`config.mk`:
```
export PLATFORM = sky130hd
export DESIGN_NAME = usb_bulk_transactor
export DESIGN_NICKNAME = d
export VERILOG_FILES = /design/src/usb_xact_pkg.sv /design/src/usb_bulk_transactor.sv /design/src/rx_path.sv /design/src/tx_path.sv /design/src/turnaround_timer.sv /design/src/bulk_xact_fsm.sv
export SDC_FILE = /design/constraint.sdc
export NUM_CORES = 1
export LEC_CHECK = 0
export ABC_AREA = 1
export BUFFER_PORTS_ARGS = -buffer_cell sky130_fd_sc_hd__buf_2
export CAP_MARGIN = 15
export CORE_MARGIN = 1
export CORE_UTILIZATION = 35
export CTS_CLUSTER_DIAMETER = 40
export DETAILED_ROUTE_END_ITERATION = 10
export PLACE_DENSITY = 0.81
export SYNTH_ARGS = -nofsm -noshare
export SYNTH_HDL_FRONTEND = slang
export SYNTH_SLANG_ARGS = --single-unit
```
`constraint.sdc`:
```
create_clock -name clock -period 1.77 [get_ports clock]
set_input_delay 0.177 -clock clock [delete_from_list [all_inputs] [get_ports clock]]
set_output_delay 0.177 -clock clock [all_outputs]
set_load 0.005 [all_outputs]
```
`src/usb_xact_pkg.sv`:
```
package usb_xact_pkg;

  // Widths with a meaning of their own
  typedef logic [7:0] byte_t;
  typedef logic [6:0] usb_addr_t;
  typedef logic [3:0] usb_endp_t;

  // The decoder can deliver codes that are not named below
  typedef logic [3:0] usb_pid_t;

  // Token PIDs
  localparam usb_pid_t PID_OUT   = 4'b0001;
  localparam usb_pid_t PID_IN    = 4'b1001;
  localparam usb_pid_t PID_SOF   = 4'b0101;
  localparam usb_pid_t PID_SETUP = 4'b1101;

  // Data PIDs
  localparam usb_pid_t PID_DATA0 = 4'b0011;
  localparam usb_pid_t PID_DATA1 = 4'b1011;

  // Handshake PIDs
  localparam usb_pid_t PID_ACK   = 4'b0010;
  localparam usb_pid_t PID_NAK   = 4'b1010;

  // One decoded token
  typedef struct packed {
    usb_pid_t  pid;
    usb_addr_t addr;
    usb_endp_t endp;
  } token_t;

  // One stream beat, keep low marks a beat without a real byte
  typedef struct packed {
    byte_t data;
    logic  keep;
    logic  last;
  } beat_t;

  // Bulk transaction states, shared by the FSM and both data paths
  typedef enum logic [3:0] {
    X_IDLE     = 4'd0,
    X_IN_TX    = 4'd1,
    X_IN_ZDP   = 4'd2,
    X_IN_WAIT  = 4'd3,
    X_OUT_RX   = 4'd4,
    X_OUT_DROP = 4'd5,
    X_OUT_ACK  = 4'd6,
    X_OUT_NAK  = 4'd7,
    X_DONE     = 4'd8
  } xact_state_t;

endpackage
```
`src/usb_bulk_transactor.sv`:
```
`timescale 1ns/1ps
module usb_bulk_transactor
  import usb_xact_pkg::*;
#(
  parameter usb_endp_t BULK_IN_EP        = 4'd1,
  parameter usb_endp_t BULK_OUT_EP       = 4'd2,
  parameter int        TURNAROUND_CYCLES = 255
) (
  input  logic      clock,
  input  logic      reset,
  input  usb_addr_t usb_addr_i,

  // From the packet decoder
  input  logic      tok_recv_i,
  input  token_t    tok_i,
  input  logic      hsk_recv_i,
  input  usb_pid_t  hsk_pid_i,
  input  logic      rx_valid_i,
  input  beat_t     rx_beat_i,
  input  usb_pid_t  rx_pid_i,
  output logic      rx_ready_o,
  input  logic      eop_recv_i,

  // To the packet encoder
  output logic      tx_valid_o,
  output beat_t     tx_beat_o,
  output usb_pid_t  tx_pid_o,
  input  logic      tx_ready_i,
  input  logic      usb_sent_i,
  output logic      hsk_send_o,
  output usb_pid_t  hsk_pid_o,
  input  logic      hsk_sent_i,

  // Bulk source and sink
  input  logic      blk_in_valid_i,
  input  beat_t     blk_in_beat_i,
  output logic      blk_in_ready_o,
  input  logic      blk_in_ready_i,
  output logic      blk_out_valid_o,
  output beat_t     blk_out_beat_o,
  input  logic      blk_out_ready_i,

  input  logic      cfg_reset_i,
  output logic      timeout_error_o
);

  xact_state_t xact_state;

  bulk_xact_fsm #(
    .BULK_IN_EP (BULK_IN_EP),
    .BULK_OUT_EP(BULK_OUT_EP)
  ) fsm_i (
    .clock          (clock),
    .reset          (reset),
    .usb_addr_i     (usb_addr_i),
    .tok_recv_i     (tok_recv_i),
    .tok_i          (tok_i),
    .hsk_recv_i     (hsk_recv_i),
    .eop_recv_i     (eop_recv_i),
    .usb_sent_i     (usb_sent_i),
    .hsk_sent_i     (hsk_sent_i),
    .blk_in_ready_i (blk_in_ready_i),
    .blk_out_ready_i(blk_out_ready_i),
    .timeout_i      (timeout_error_o),
    .xact_state_o   (xact_state),
    .hsk_send_o     (hsk_send_o),
    .hsk_pid_o      (hsk_pid_o)
  );

  turnaround_timer #(
    .TURNAROUND_CYCLES(TURNAROUND_CYCLES)
  ) timer_i (
    .clock          (clock),
    .reset          (reset),
    .usb_sent_i     (usb_sent_i),
    .hsk_sent_i     (hsk_sent_i),
    .tok_recv_i     (tok_recv_i),
    .hsk_recv_i     (hsk_recv_i),
    .eop_recv_i     (eop_recv_i),
    .timeout_error_o(timeout_error_o)
  );

  tx_path tx_path_i (
    .clock         (clock),
    .reset         (reset),
    .xact_state_i  (xact_state),
    .hsk_recv_i    (hsk_recv_i),
    .hsk_pid_i     (hsk_pid_i),
    .cfg_reset_i   (cfg_reset_i),
    .blk_in_valid_i(blk_in_valid_i),
    .blk_in_beat_i (blk_in_beat_i),
    .blk_in_ready_o(blk_in_ready_o),
    .tx_valid_o    (tx_valid_o),
    .tx_beat_o     (tx_beat_o),
    .tx_pid_o      (tx_pid_o),
    .tx_ready_i    (tx_ready_i)
  );

  rx_path rx_path_i (
    .clock          (clock),
    .reset          (reset),
    .xact_state_i   (xact_state),
    .eop_recv_i     (eop_recv_i),
    .cfg_reset_i    (cfg_reset_i),
    .rx_valid_i     (rx_valid_i),
    .rx_beat_i      (rx_beat_i),
    .rx_pid_i       (rx_pid_i),
    .rx_ready_o     (rx_ready_o),
    .blk_out_valid_o(blk_out_valid_o),
    .blk_out_beat_o (blk_out_beat_o),
    .blk_out_ready_i(blk_out_ready_i)
  );

endmodule

```
`src/rx_path.sv`:
```
`timescale 1ns/1ps
module rx_path
  import usb_xact_pkg::*;
(
  input  logic        clock,
  input  logic        reset,
  input  xact_state_t xact_state_i,

  input  logic        eop_recv_i,
  input  logic        cfg_reset_i,

  // Decoder
  input  logic        rx_valid_i,
  input  beat_t       rx_beat_i,
  input  usb_pid_t    rx_pid_i,
  output logic        rx_ready_o,

  // Bulk sink
  output logic        blk_out_valid_o,
  output beat_t       blk_out_beat_o,
  input  logic        blk_out_ready_i
);

  logic     out_tog_q;
  usb_pid_t exp_pid;
  logic     pid_match;

  assign exp_pid   = out_tog_q ? PID_DATA1 : PID_DATA0;
  assign pid_match = (rx_pid_i == exp_pid);

  always_comb begin
    blk_out_valid_o = 1'b0;
    rx_ready_o      = 1'b0;
    case (xact_state_i)
      X_OUT_RX: begin
        // Wrong PID means a retry of data the sink already has
        blk_out_valid_o = rx_valid_i && pid_match;
        rx_ready_o      = pid_match ? blk_out_ready_i : 1'b1;
      end
      X_OUT_DROP: begin
        // Refused packet is drained and thrown away
        rx_ready_o = 1'b1;
      end
      default: begin
        rx_ready_o = 1'b0;
      end
    endcase
  end

  assign blk_out_beat_o = rx_beat_i;

  always_ff @(posedge clock) begin
    if (reset || cfg_reset_i) begin
      out_tog_q <= 1'b0;
    end else if (eop_recv_i && xact_state_i == X_OUT_RX && pid_match) begin
      out_tog_q <= ~out_tog_q;
    end
  end

endmodule

```
`src/tx_path.sv`:
```
`timescale 1ns/1ps
module tx_path
  import usb_xact_pkg::*;
(
  input  logic        clock,
  input  logic        reset,
  input  xact_state_t xact_state_i,

  input  logic        hsk_recv_i,
  input  usb_pid_t    hsk_pid_i,
  input  logic        cfg_reset_i,

  // Bulk source
  input  logic        blk_in_valid_i,
  input  beat_t       blk_in_beat_i,
  output logic        blk_in_ready_o,

  // Encoder
  output logic        tx_valid_o,
  output beat_t       tx_beat_o,
  output usb_pid_t    tx_pid_o,
  input  logic        tx_ready_i
);

  // Empty packet is one beat with no real byte
  localparam beat_t ZDP_BEAT = '{data: 8'h00, keep: 1'b0, last: 1'b1};

  logic in_tog_q;
  logic zdp_sent_q;
  logic host_ack;

  assign host_ack = hsk_recv_i && (hsk_pid_i == PID_ACK) && (xact_state_i == X_IN_WAIT);

  always_comb begin
    tx_valid_o     = 1'b0;
    tx_beat_o      = blk_in_beat_i;
    blk_in_ready_o = 1'b0;
    case (xact_state_i)
      X_IN_TX: begin
        tx_valid_o     = blk_in_valid_i;
        blk_in_ready_o = tx_ready_i;
      end
      X_IN_ZDP: begin
        // Offered until the encoder takes it, then never again
        tx_valid_o = !zdp_sent_q;
        tx_beat_o  = ZDP_BEAT;
      end
      default: begin
        tx_valid_o = 1'b0;
      end
    endcase
  end

  // ZDP tracking rearms whenever the FSM leaves the ZDP state
  always_ff @(posedge clock) begin
    if (reset || xact_state_i != X_IN_ZDP) begin
      zdp_sent_q <= 1'b0;
    end else if (tx_valid_o && tx_ready_i) begin
      zdp_sent_q <= 1'b1;
    end
  end

  // IN toggle advances only once the host has acknowledged
  always_ff @(posedge clock) begin
    if (reset || cfg_reset_i) begin
      in_tog_q <= 1'b0;
    end else if (host_ack) begin
      in_tog_q <= ~in_tog_q;
    end
  end

  assign tx_pid_o = in_tog_q ? PID_DATA1 : PID_DATA0;

endmodule

```
`src/turnaround_timer.sv`:
```
`timescale 1ns/1ps
module turnaround_timer #(
  parameter int TURNAROUND_CYCLES = 255
) (
  input  logic clock,
  input  logic reset,
  input  logic usb_sent_i,
  input  logic hsk_sent_i,
  input  logic tok_recv_i,
  input  logic hsk_recv_i,
  input  logic eop_recv_i,
  output logic timeout_error_o
);

  localparam int CW = $clog2(TURNAROUND_CYCLES + 1);

  typedef logic [CW-1:0] tcount_t;

  tcount_t       count_q;
  logic [CW:0]   count_next;
  logic          active_q;
  logic          load;
  logic          recv;

  // Device has just put a packet on the bus
  assign load = usb_sent_i || hsk_sent_i;
  // Anything from the host ends the wait
  assign recv = tok_recv_i || hsk_recv_i || eop_recv_i;

  // Extra top bit flags the underflow past zero
  assign count_next = {1'b0, count_q} - (CW + 1)'(1);

  always_ff @(posedge clock) begin
    if (load) begin
      count_q <= tcount_t'(TURNAROUND_CYCLES);
    end else if (active_q) begin
      count_q <= count_next[CW-1:0];
    end
  end

  always_ff @(posedge clock) begin
    if (reset) begin
      active_q        <= 1'b0;
      timeout_error_o <= 1'b0;
    end else if (load) begin
      active_q        <= 1'b1;
      timeout_error_o <= 1'b0;
    end else if (recv) begin
      active_q        <= 1'b0;
      timeout_error_o <= 1'b0;
    end else if (active_q && count_next[CW]) begin
      active_q        <= 1'b0;
      timeout_error_o <= 1'b1;
    end
  end

endmodule

```
`src/bulk_xact_fsm.sv`:
```
`timescale 1ns/1ps
module bulk_xact_fsm
  import usb_xact_pkg::*;
#(
  parameter usb_endp_t BULK_IN_EP  = 4'd1,
  parameter usb_endp_t BULK_OUT_EP = 4'd2
) (
  input  logic        clock,
  input  logic        reset,
  input  usb_addr_t   usb_addr_i,

  input  logic        tok_recv_i,
  input  token_t      tok_i,
  input  logic        hsk_recv_i,
  input  logic        eop_recv_i,
  input  logic        usb_sent_i,
  input  logic        hsk_sent_i,

  input  logic        blk_in_ready_i,
  input  logic        blk_out_ready_i,
  input  logic        timeout_i,

  output xact_state_t xact_state_o,
  output logic        hsk_send_o,
  output usb_pid_t    hsk_pid_o
);

  xact_state_t state_q;
  xact_state_t state_d;

  logic tok_match;
  logic in_tok;
  logic out_tok;

  // Only tokens to our address and to one of the two bulk endpoints count
  assign tok_match = tok_recv_i && (tok_i.addr == usb_addr_i);
  assign in_tok    = tok_match && (tok_i.pid == PID_IN) && (tok_i.endp == BULK_IN_EP);
  assign out_tok   = tok_match && (tok_i.pid == PID_OUT) && (tok_i.endp == BULK_OUT_EP);

  always_comb begin
    state_d = state_q;
    case (state_q)
      X_IDLE: begin
        if (in_tok) begin
          // A ZDP keeps the host polling when no packet is ready
          state_d = blk_in_ready_i ? X_IN_TX : X_IN_ZDP;
        end else if (out_tok) begin
          state_d = blk_out_ready_i ? X_OUT_RX : X_OUT_DROP;
        end
      end

      X_IN_TX, X_IN_ZDP: begin
        if (usb_sent_i) begin
          state_d = X_IN_WAIT;
        end
      end

      X_IN_WAIT: begin
        // Host answers with a handshake, or it never answers at all
        if (hsk_recv_i || timeout_i) begin
          state_d = X_DONE;
        end
      end

      X_OUT_RX: begin
        if (eop_recv_i) begin
          state_d = X_OUT_ACK;
        end
      end

      X_OUT_DROP: begin
        if (eop_recv_i) begin
          state_d = X_OUT_NAK;
        end
      end

      X_OUT_ACK, X_OUT_NAK: begin
        if (hsk_sent_i) begin
          state_d = X_DONE;
        end
      end

      X_DONE: begin
        state_d = X_IDLE;
      end

      default: begin
        state_d = X_IDLE;
      end
    endcase
  end

  always_ff @(posedge clock) begin
    if (reset) begin
      state_q <= X_IDLE;
    end else begin
      state_q <= state_d;
    end
  end

  assign xact_state_o = state_q;

  // Handshake request lasts until the encoder reports it sent
  assign hsk_send_o = (state_q == X_OUT_ACK) || (state_q == X_OUT_NAK);
  assign hsk_pid_o  = (state_q == X_OUT_NAK) ? PID_NAK : PID_ACK;

endmodule

```
==> flow_metrics.tcl, run 1 <==
set metrics [dict create \
    cts_tree "built" \
    post_drt_via_cell_ratio 4.48 \
    ant_nets 0 \
    crit_chain "nor2_2, nand3_2, inv_1, buf_4, nor2_1, buf_2" \
    synth_seq_cells 17 \
    setup_tns_ps 0 \
    synth.area.top_cells "dfxtp_1 (25%), inv_1 (13%), nand2_1 (11%)" \
    min_delay_path_depth 3 \
    die_width_um 63.9 \
    cap_violations 0 \
    synth_area_um2 1340 \
    synth-edff-count 0 \
    cellPowerDensity_nw_per_um2 778 \
    grt_pass1_wl_um 4930 \
    synth_cell_types 31 \
    cts_hold_buf 0 \
    hp-start "hsk_sent_i" \
    hold_viol 0 \
    drive_gt1_frac 0.307 \
    yosysTopAreaCellShare 0.254 \
    crit_type "flop to output pin" \
    syn2layout_area_growth_pct 26.3 \
    p_leak_nw 0.981 \
    drtIter0Drc 50 \
    fin_crit_sh 0.897 \
    numPortBuffers 70 \
    dieArea_um2 4080 \
    track_usage 0.150 \
    finalPower_mw 1.32 \
    synth_common_cells "inv_1 (48), nand2_1 (39), nor2_1 (33)" \
    postSynthCellCount 226 \
    clkLatencyLatePin_ps 250 \
    dr.pass1.iters 7 \
    ios 97 \
    status "finished, violations left" \
    cp_max_fo 9 \
    post-route-min-period_ps 1590 \
    coreArea_um2 3660 \
    whs_endpoint "timer_i.count_q[0]" \
    start_util 0.366 \
    syn_area_per_cell_um2 5.93 \
    synth_top_flop_cell "dfxtp_1" \
    diodes 0 \
    first_global_vias 1302 \
    finClkSkew_ps 3.21 \
    grt_max_degree 11 \
    critPathMaxStageDelay_ps 350 \
    setup_slack_ps 183 \
    dp_hpwl_um 2650 \
    fillers 397 \
    reg2reg_depth 9 \
    route.detailed.drc 2 \
    post_cts_buffers 0 \
    setup_viol 0 \
    root_buffer "clkbuf_8" \
    yosysMostFrequentCell "inv_1" \
    regArea_um2 342 \
    routedWlPerCell_um 9.41 \
    path_clk_slew_ps 70 \
    slew_violations 0 \
    cp_slowest_cell "dfxtp_1" \
    peakVddDrop_mv 0.402 \
    cts.sinks 17 \
    antenna_found_initial 0 \
    place_ws_ps 335 \
    final_cells 335 \
    critPathLaunchType "flop" \
    cp_data_arrival_time_ps 1410 \
    routed-via-count 1500 \
    r2r_setup_slack_ps 310 \
    cts_max_path_buffers 2 \
    yosys_warnings 0 \
    async_flop_share 0 \
    violations "design-rule violations" \
    rows 22 \
    setup.worst_path.end_class "output pin" \
    multiInputGateArea_um2 692 \
    maxClockFrequency_mhz 630 \
    crit_required_ps 1590 \
    globalplace.congestion 0.831 \
    die_h_um 63.9 \
    htree_levels 1 \
    cts_made_buffers 3 \
    cts_resized 0 \
    place_inst 331 \
    yosysTopAreaCell "dfxtp_1" \
    hp-class "input port to flop" \
    r2r_end "timer_i.count_q[7]" \
    timing.rr.start "timer_i.active_q" \
    rsz0062_at_grt "false" \
    ys_seq_area_frac 0.254 \
    wirelength_um 3150 \
    grt_overflow 0 \
    layout.nets 352 \
    finalCoreUtilization 0.462 \
]
## registers in the layout, summed over array words and instances (netlist names)
signal and count:
fsm_i.xact_state_o 4, rx_path_i.out_tog_q 1, timer_i.active_q 1, timer_i.count_q 8
timer_i.timeout_error_o 1, tx_path_i.in_tog_q 1, tx_path_i.zdp_sent_q 1
## metal layers
layer / routed length, um / part of all wire / track usage / vias to the layer above
met5: 0 / 0 / 0 / -
met3: 202 / 0.064 / 0.0339 / 8
li1: - / - / - / 796
met1: 1390 / 0.44 / 0.161 / 638
met4: 67 / 0.021 / 0.0540 / 0
met2: 1500 / 0.47 / 0.283 / 58
## where the power goes
group	internal (mW)	total, mW	switching, mW
Sequential	0.414	0.465	0.0505
Combinational	0.235	0.562	0.327
Clock	0.156	0.291	0.135
Total	0.805	1.32	0.513
## area by class of cell
| class | count | share of cell area |
|---|---|---|
| inverter | 50 | 0.111 |
| multi-input combinational | 144 | 0.409 |
| clock inverter | 1 | 0.00296 |
| clock buffer | 3 | 0.0244 |
| tap | 48 | 0.0355 |
| sequential | 17 | 0.202 |
| timing repair buffer | 72 | 0.216 |
## metrics by stage
stage               instance area, um^2  hold slack [ps]
detailed placement                 1640              354
CTS                                1690              159
floorplan                          1360              246
finish                             1690              163
global placement                   1640              354
global route                       1690              162
## cells by family (layout without fill, tap and decap cells)
family | Yosys count | after routing | share of synthesized area
flops | 17 | 17 | 0.254
fa+ha+maj | 1 | 1 | 0.00934
other cells | 2 | 6 | 0.00560
compound gates | 22 | 22 | 0.0971
xor+xnor | 2 | 2 | 0.0131
buf+inv | 69 | 126 | 0.245
simple gates | 113 | 113 | 0.376
## worst max-delay path by stage
| stage | start | endpoint | slack (ps) | cells after the start |
|---|---|---|---|---|
| 2_1_floorplan | fsm_i.xact_state_o[0] | tx_beat_o[0] | 460 | 6 |
| 3_3_place_gp | fsm_i.xact_state_o[0] | tx_beat_o[0] | 360 | 5 |
| 3_5_place_dp | fsm_i.xact_state_o[0] | tx_beat_o[0] | 330 | 5 |
| 4_1_cts | fsm_i.xact_state_o[0] | tx_beat_o[0] | 60 | 5 |
| 5_1_grt | fsm_i.xact_state_o[2] | tx_beat_o[9] | 60 | 6 |
| 6_report | fsm_i.xact_state_o[2] | tx_beat_o[8] | 180 | 6 |
## critical path: cells and delay by family (launching register included)
kind	cells	cell delay, ps
DFF	1	350
and+or+nand+nor	3	400
buffers and inverters	3	420
## cell usage in the layout, fill, tap and decap left out, drive strengths merged, types with 2 or more instances in the layout
master / count
buf: 72
nor2: 34
conb: 6
or2: 3
a21oi: 6
nand2: 41
nand3b: 2
clkbuf: 3
nor4: 3
inv: 50
nand3: 19
o22ai: 2
o21ai: 10
nor3: 8
dfxtp: 17
Note: power is estimated with default switching activity, not from simulation.
==> run 2, diff against run 1 <==
--- a/config.mk
+++ b/config.mk
@@ -5,14 +5,13 @@
 export SDC_FILE = /design/constraint.sdc
 export NUM_CORES = 1
 export LEC_CHECK = 0
-export ABC_AREA = 1
 export BUFFER_PORTS_ARGS = -buffer_cell sky130_fd_sc_hd__buf_2
 export CAP_MARGIN = 15
 export CORE_MARGIN = 1
 export CORE_UTILIZATION = 35
 export CTS_CLUSTER_DIAMETER = 40
 export DETAILED_ROUTE_END_ITERATION = 10
-export PLACE_DENSITY = 0.81
+export PLACE_DENSITY = 0.82
 export SYNTH_ARGS = -nofsm -noshare
 export SYNTH_HDL_FRONTEND = slang
 export SYNTH_SLANG_ARGS = --single-unit
==> flow_metrics.tcl, run 2 <==
set metrics [dict create \
    power.switching_mw 0.331 \
    cap_violations 0 \
    drive_gt1_frac 0.429 \
    hold_viol 0 \
    grt_max_degree 11 \
    hp-start "cfg_reset_i" \
    setup_viol 0 \
    syn2layout_area_growth_pct 29.7 \
    rows 21 \
    crit_chain "buf_4, or3_4, nor2_4, and2_1, buf_2" \
    dp_hpwl_um 2490 \
    drtIter0Drc 21 \
    globalplace.congestion 0.893 \
    slew-limit-headroom 0.638 \
    fin_crit_sh 0.969 \
    die_width_um 62.6 \
    post-route-min-period_ps 1710 \
    grt_pass1_wl_um 5040 \
    ys_seq_area_frac 0.265 \
    critPathLaunchType "flop" \
    synth_cell_types 49 \
    async_flop_share 0 \
    switching_share 0.327 \
    crit_family "simple AND/OR/NAND/NOR gates" \
    worst_pin_slew_ps 538 \
    seqPwrFrac 0.422 \
    final_common_cell "buf_2" \
    hp-class "input port to flop" \
    timing.rr.start "fsm_i.xact_state_o[1]" \
    root_buffer "clkbuf_4" \
    cp.buffers_inverters 2 \
    synth-edff-count 0 \
    cts.sinks 17 \
    cts_hold_buf 0 \
    status "finished, final reports clean" \
    maxClockFrequency_mhz 583 \
    cts_made_buffers 3 \
    crit_type "flop to output pin" \
    coreArea_um2 3420 \
    holdWs_ps 51.3 \
    synth_area_um2 1280 \
    yosysTopAreaCellShare 0.265 \
    post_drt_via_cell_ratio 4.89 \
    stdcell_area_um2 1670 \
    syn_area_per_cell_um2 7.88 \
    slew_violations 0 \
    yosysTopAreaCell "dfxtp_1" \
    dr.pass1.iters 4 \
    synth_seq_cells 17 \
    critPathMaxStageDelay_ps 400 \
    internal-power_mw 0.682 \
    numPortBuffers 70 \
    mostFrequentLayoutCells "buf_2 (70), dfxtp_1 (13), nor2_1 (12)" \
    p_leak_nw 0.822 \
    route.detailed.drc 0 \
    start_util 0.376 \
    die_h_um 62.6 \
    track_usage 0.159 \
    wirelength_um 3030 \
    clkLatencyLatePin_ps 290 \
    peakVddDrop_mv 0.331 \
    finClkSkew_ps 2.63 \
    finalPower_mw 1.01 \
    synth_top_flop_cell "dfxtp_1" \
    layout.nets 291 \
    pwr-share-clk 0.207 \
    crit_required_ps 1590 \
    final_cells 272 \
    postSynthCellCount 163 \
    ios 97 \
    cts_max_path_buffers 2 \
    setup.worst_path.end_class "output pin" \
    path_clk_slew_ps 100 \
    cp_slowest_cell "or3_4" \
    htree_levels 1 \
    dieArea_um2 3920 \
    cellPowerDensity_nw_per_um2 608 \
    routed-via-count 1330 \
    synth.area.top_cells "dfxtp_1 (26%), buf_4 (9.9%), nor2b_1 (5.4%)" \
    largest_register_ffs 8 \
    cts_tree "built" \
    yosys_warnings 0 \
    grt_overflow 0 \
    critPathLaunch "fsm_i.xact_state_o[1]" \
    power_frac_comb 0.371 \
    top_register "timer_i.count_q" \
    routedWlPerCell_um 11.1 \
    antenna_found_initial 0 \
    first_global_vias 1279 \
    diodes 0 \
    ant_nets 0 \
    cp_max_fo 6 \
    synth_common_cells "buf_4 (17), dfxtp_1 (17), nor2_1 (14)" \
    place_inst 267 \
    dpl_cell_area_um2 1600 \
    cp_data_arrival_time_ps 1540 \
]
-- run 2: area by class of cell --
type	count	area [um^2]
flip-flops and latches	17	350
well taps	46	57.6
repair buffers	77	403
fillers	353	1750
multi-input cells	120	800
inverters	8	30.0
clock buffers	4	26.3
-- run 2: final timing paths --
check | end | slack, ps | depth (start not counted)
max | blk_out_valid_o | 60 | 5
min | tx_path_i.in_tog_q | 50 | 2
max reg2reg | fsm_i.xact_state_o[0] | 110 | 5
min reg2reg | tx_path_i.zdp_sent_q | 500 | 2
-- run 2: metal layers --
layer	vias to the layer above	GRT usage	part of all wire
li1	675	-	-
met1	590	0.166	0.42
met2	58	0.295	0.49
met3	7	0.0401	0.070
met4	0	0.0698	0.020
met5	-	0	0
-- run 2: kinds of logic after synthesis --
logic type	share of synthesized area
compound gates	0.162
xor+xnor	0.0682
fa+ha+maj	0.00974
buf+inv	0.145
flops	0.265
mux	0.0117
other cells	0.00584
simple gates	0.333
-- run 2: timing repair --
action / CTS / global route
cloned: 0 / 0
gates resized for setup: 7 / 5
setup buffers: 1 / 0
endpoints found under the hold margin: 0 / 0
setup endpoints to repair: 11 / 13
pin swaps: 0 / 2
-- run 2: power groups by stage --
| stage | Sequential [mW] | Clock (mW) | Combinational [mW] |
|---|---|---|---|
| after floorplan | 0.412 | 0 | 0.265 |
| after global placement | 0.431 | 0 | 0.349 |
| after detailed placement | 0.432 | 0 | 0.353 |
| after CTS | 0.422 | 0.214 | 0.371 |
| after global routing | 0.431 | 0.229 | 0.422 |
| final | 0.428 | 0.210 | 0.376 |
-- run 2: worst reg2reg max path, cell delays in order (launching register included) --
cell and delay [ps]:
dfxtp_4 350, buf_4 150, mux2_4 290, a211o_1 350, or3b_1 380, o41ai_2 50
-- run 2: metrics by stage --
stage | setup slack [ps] | utilization | setup TNS [ps]
detailed placement | 121 | 0.467 | 0
global placement | 109 | 0.467 | 0
CTS | 14.8 | 0.483 | 0
finish | 55.2 | 0.488 | 0
floorplan | 195 | - | 0
global route | -2.42 | 0.488 | -2.42
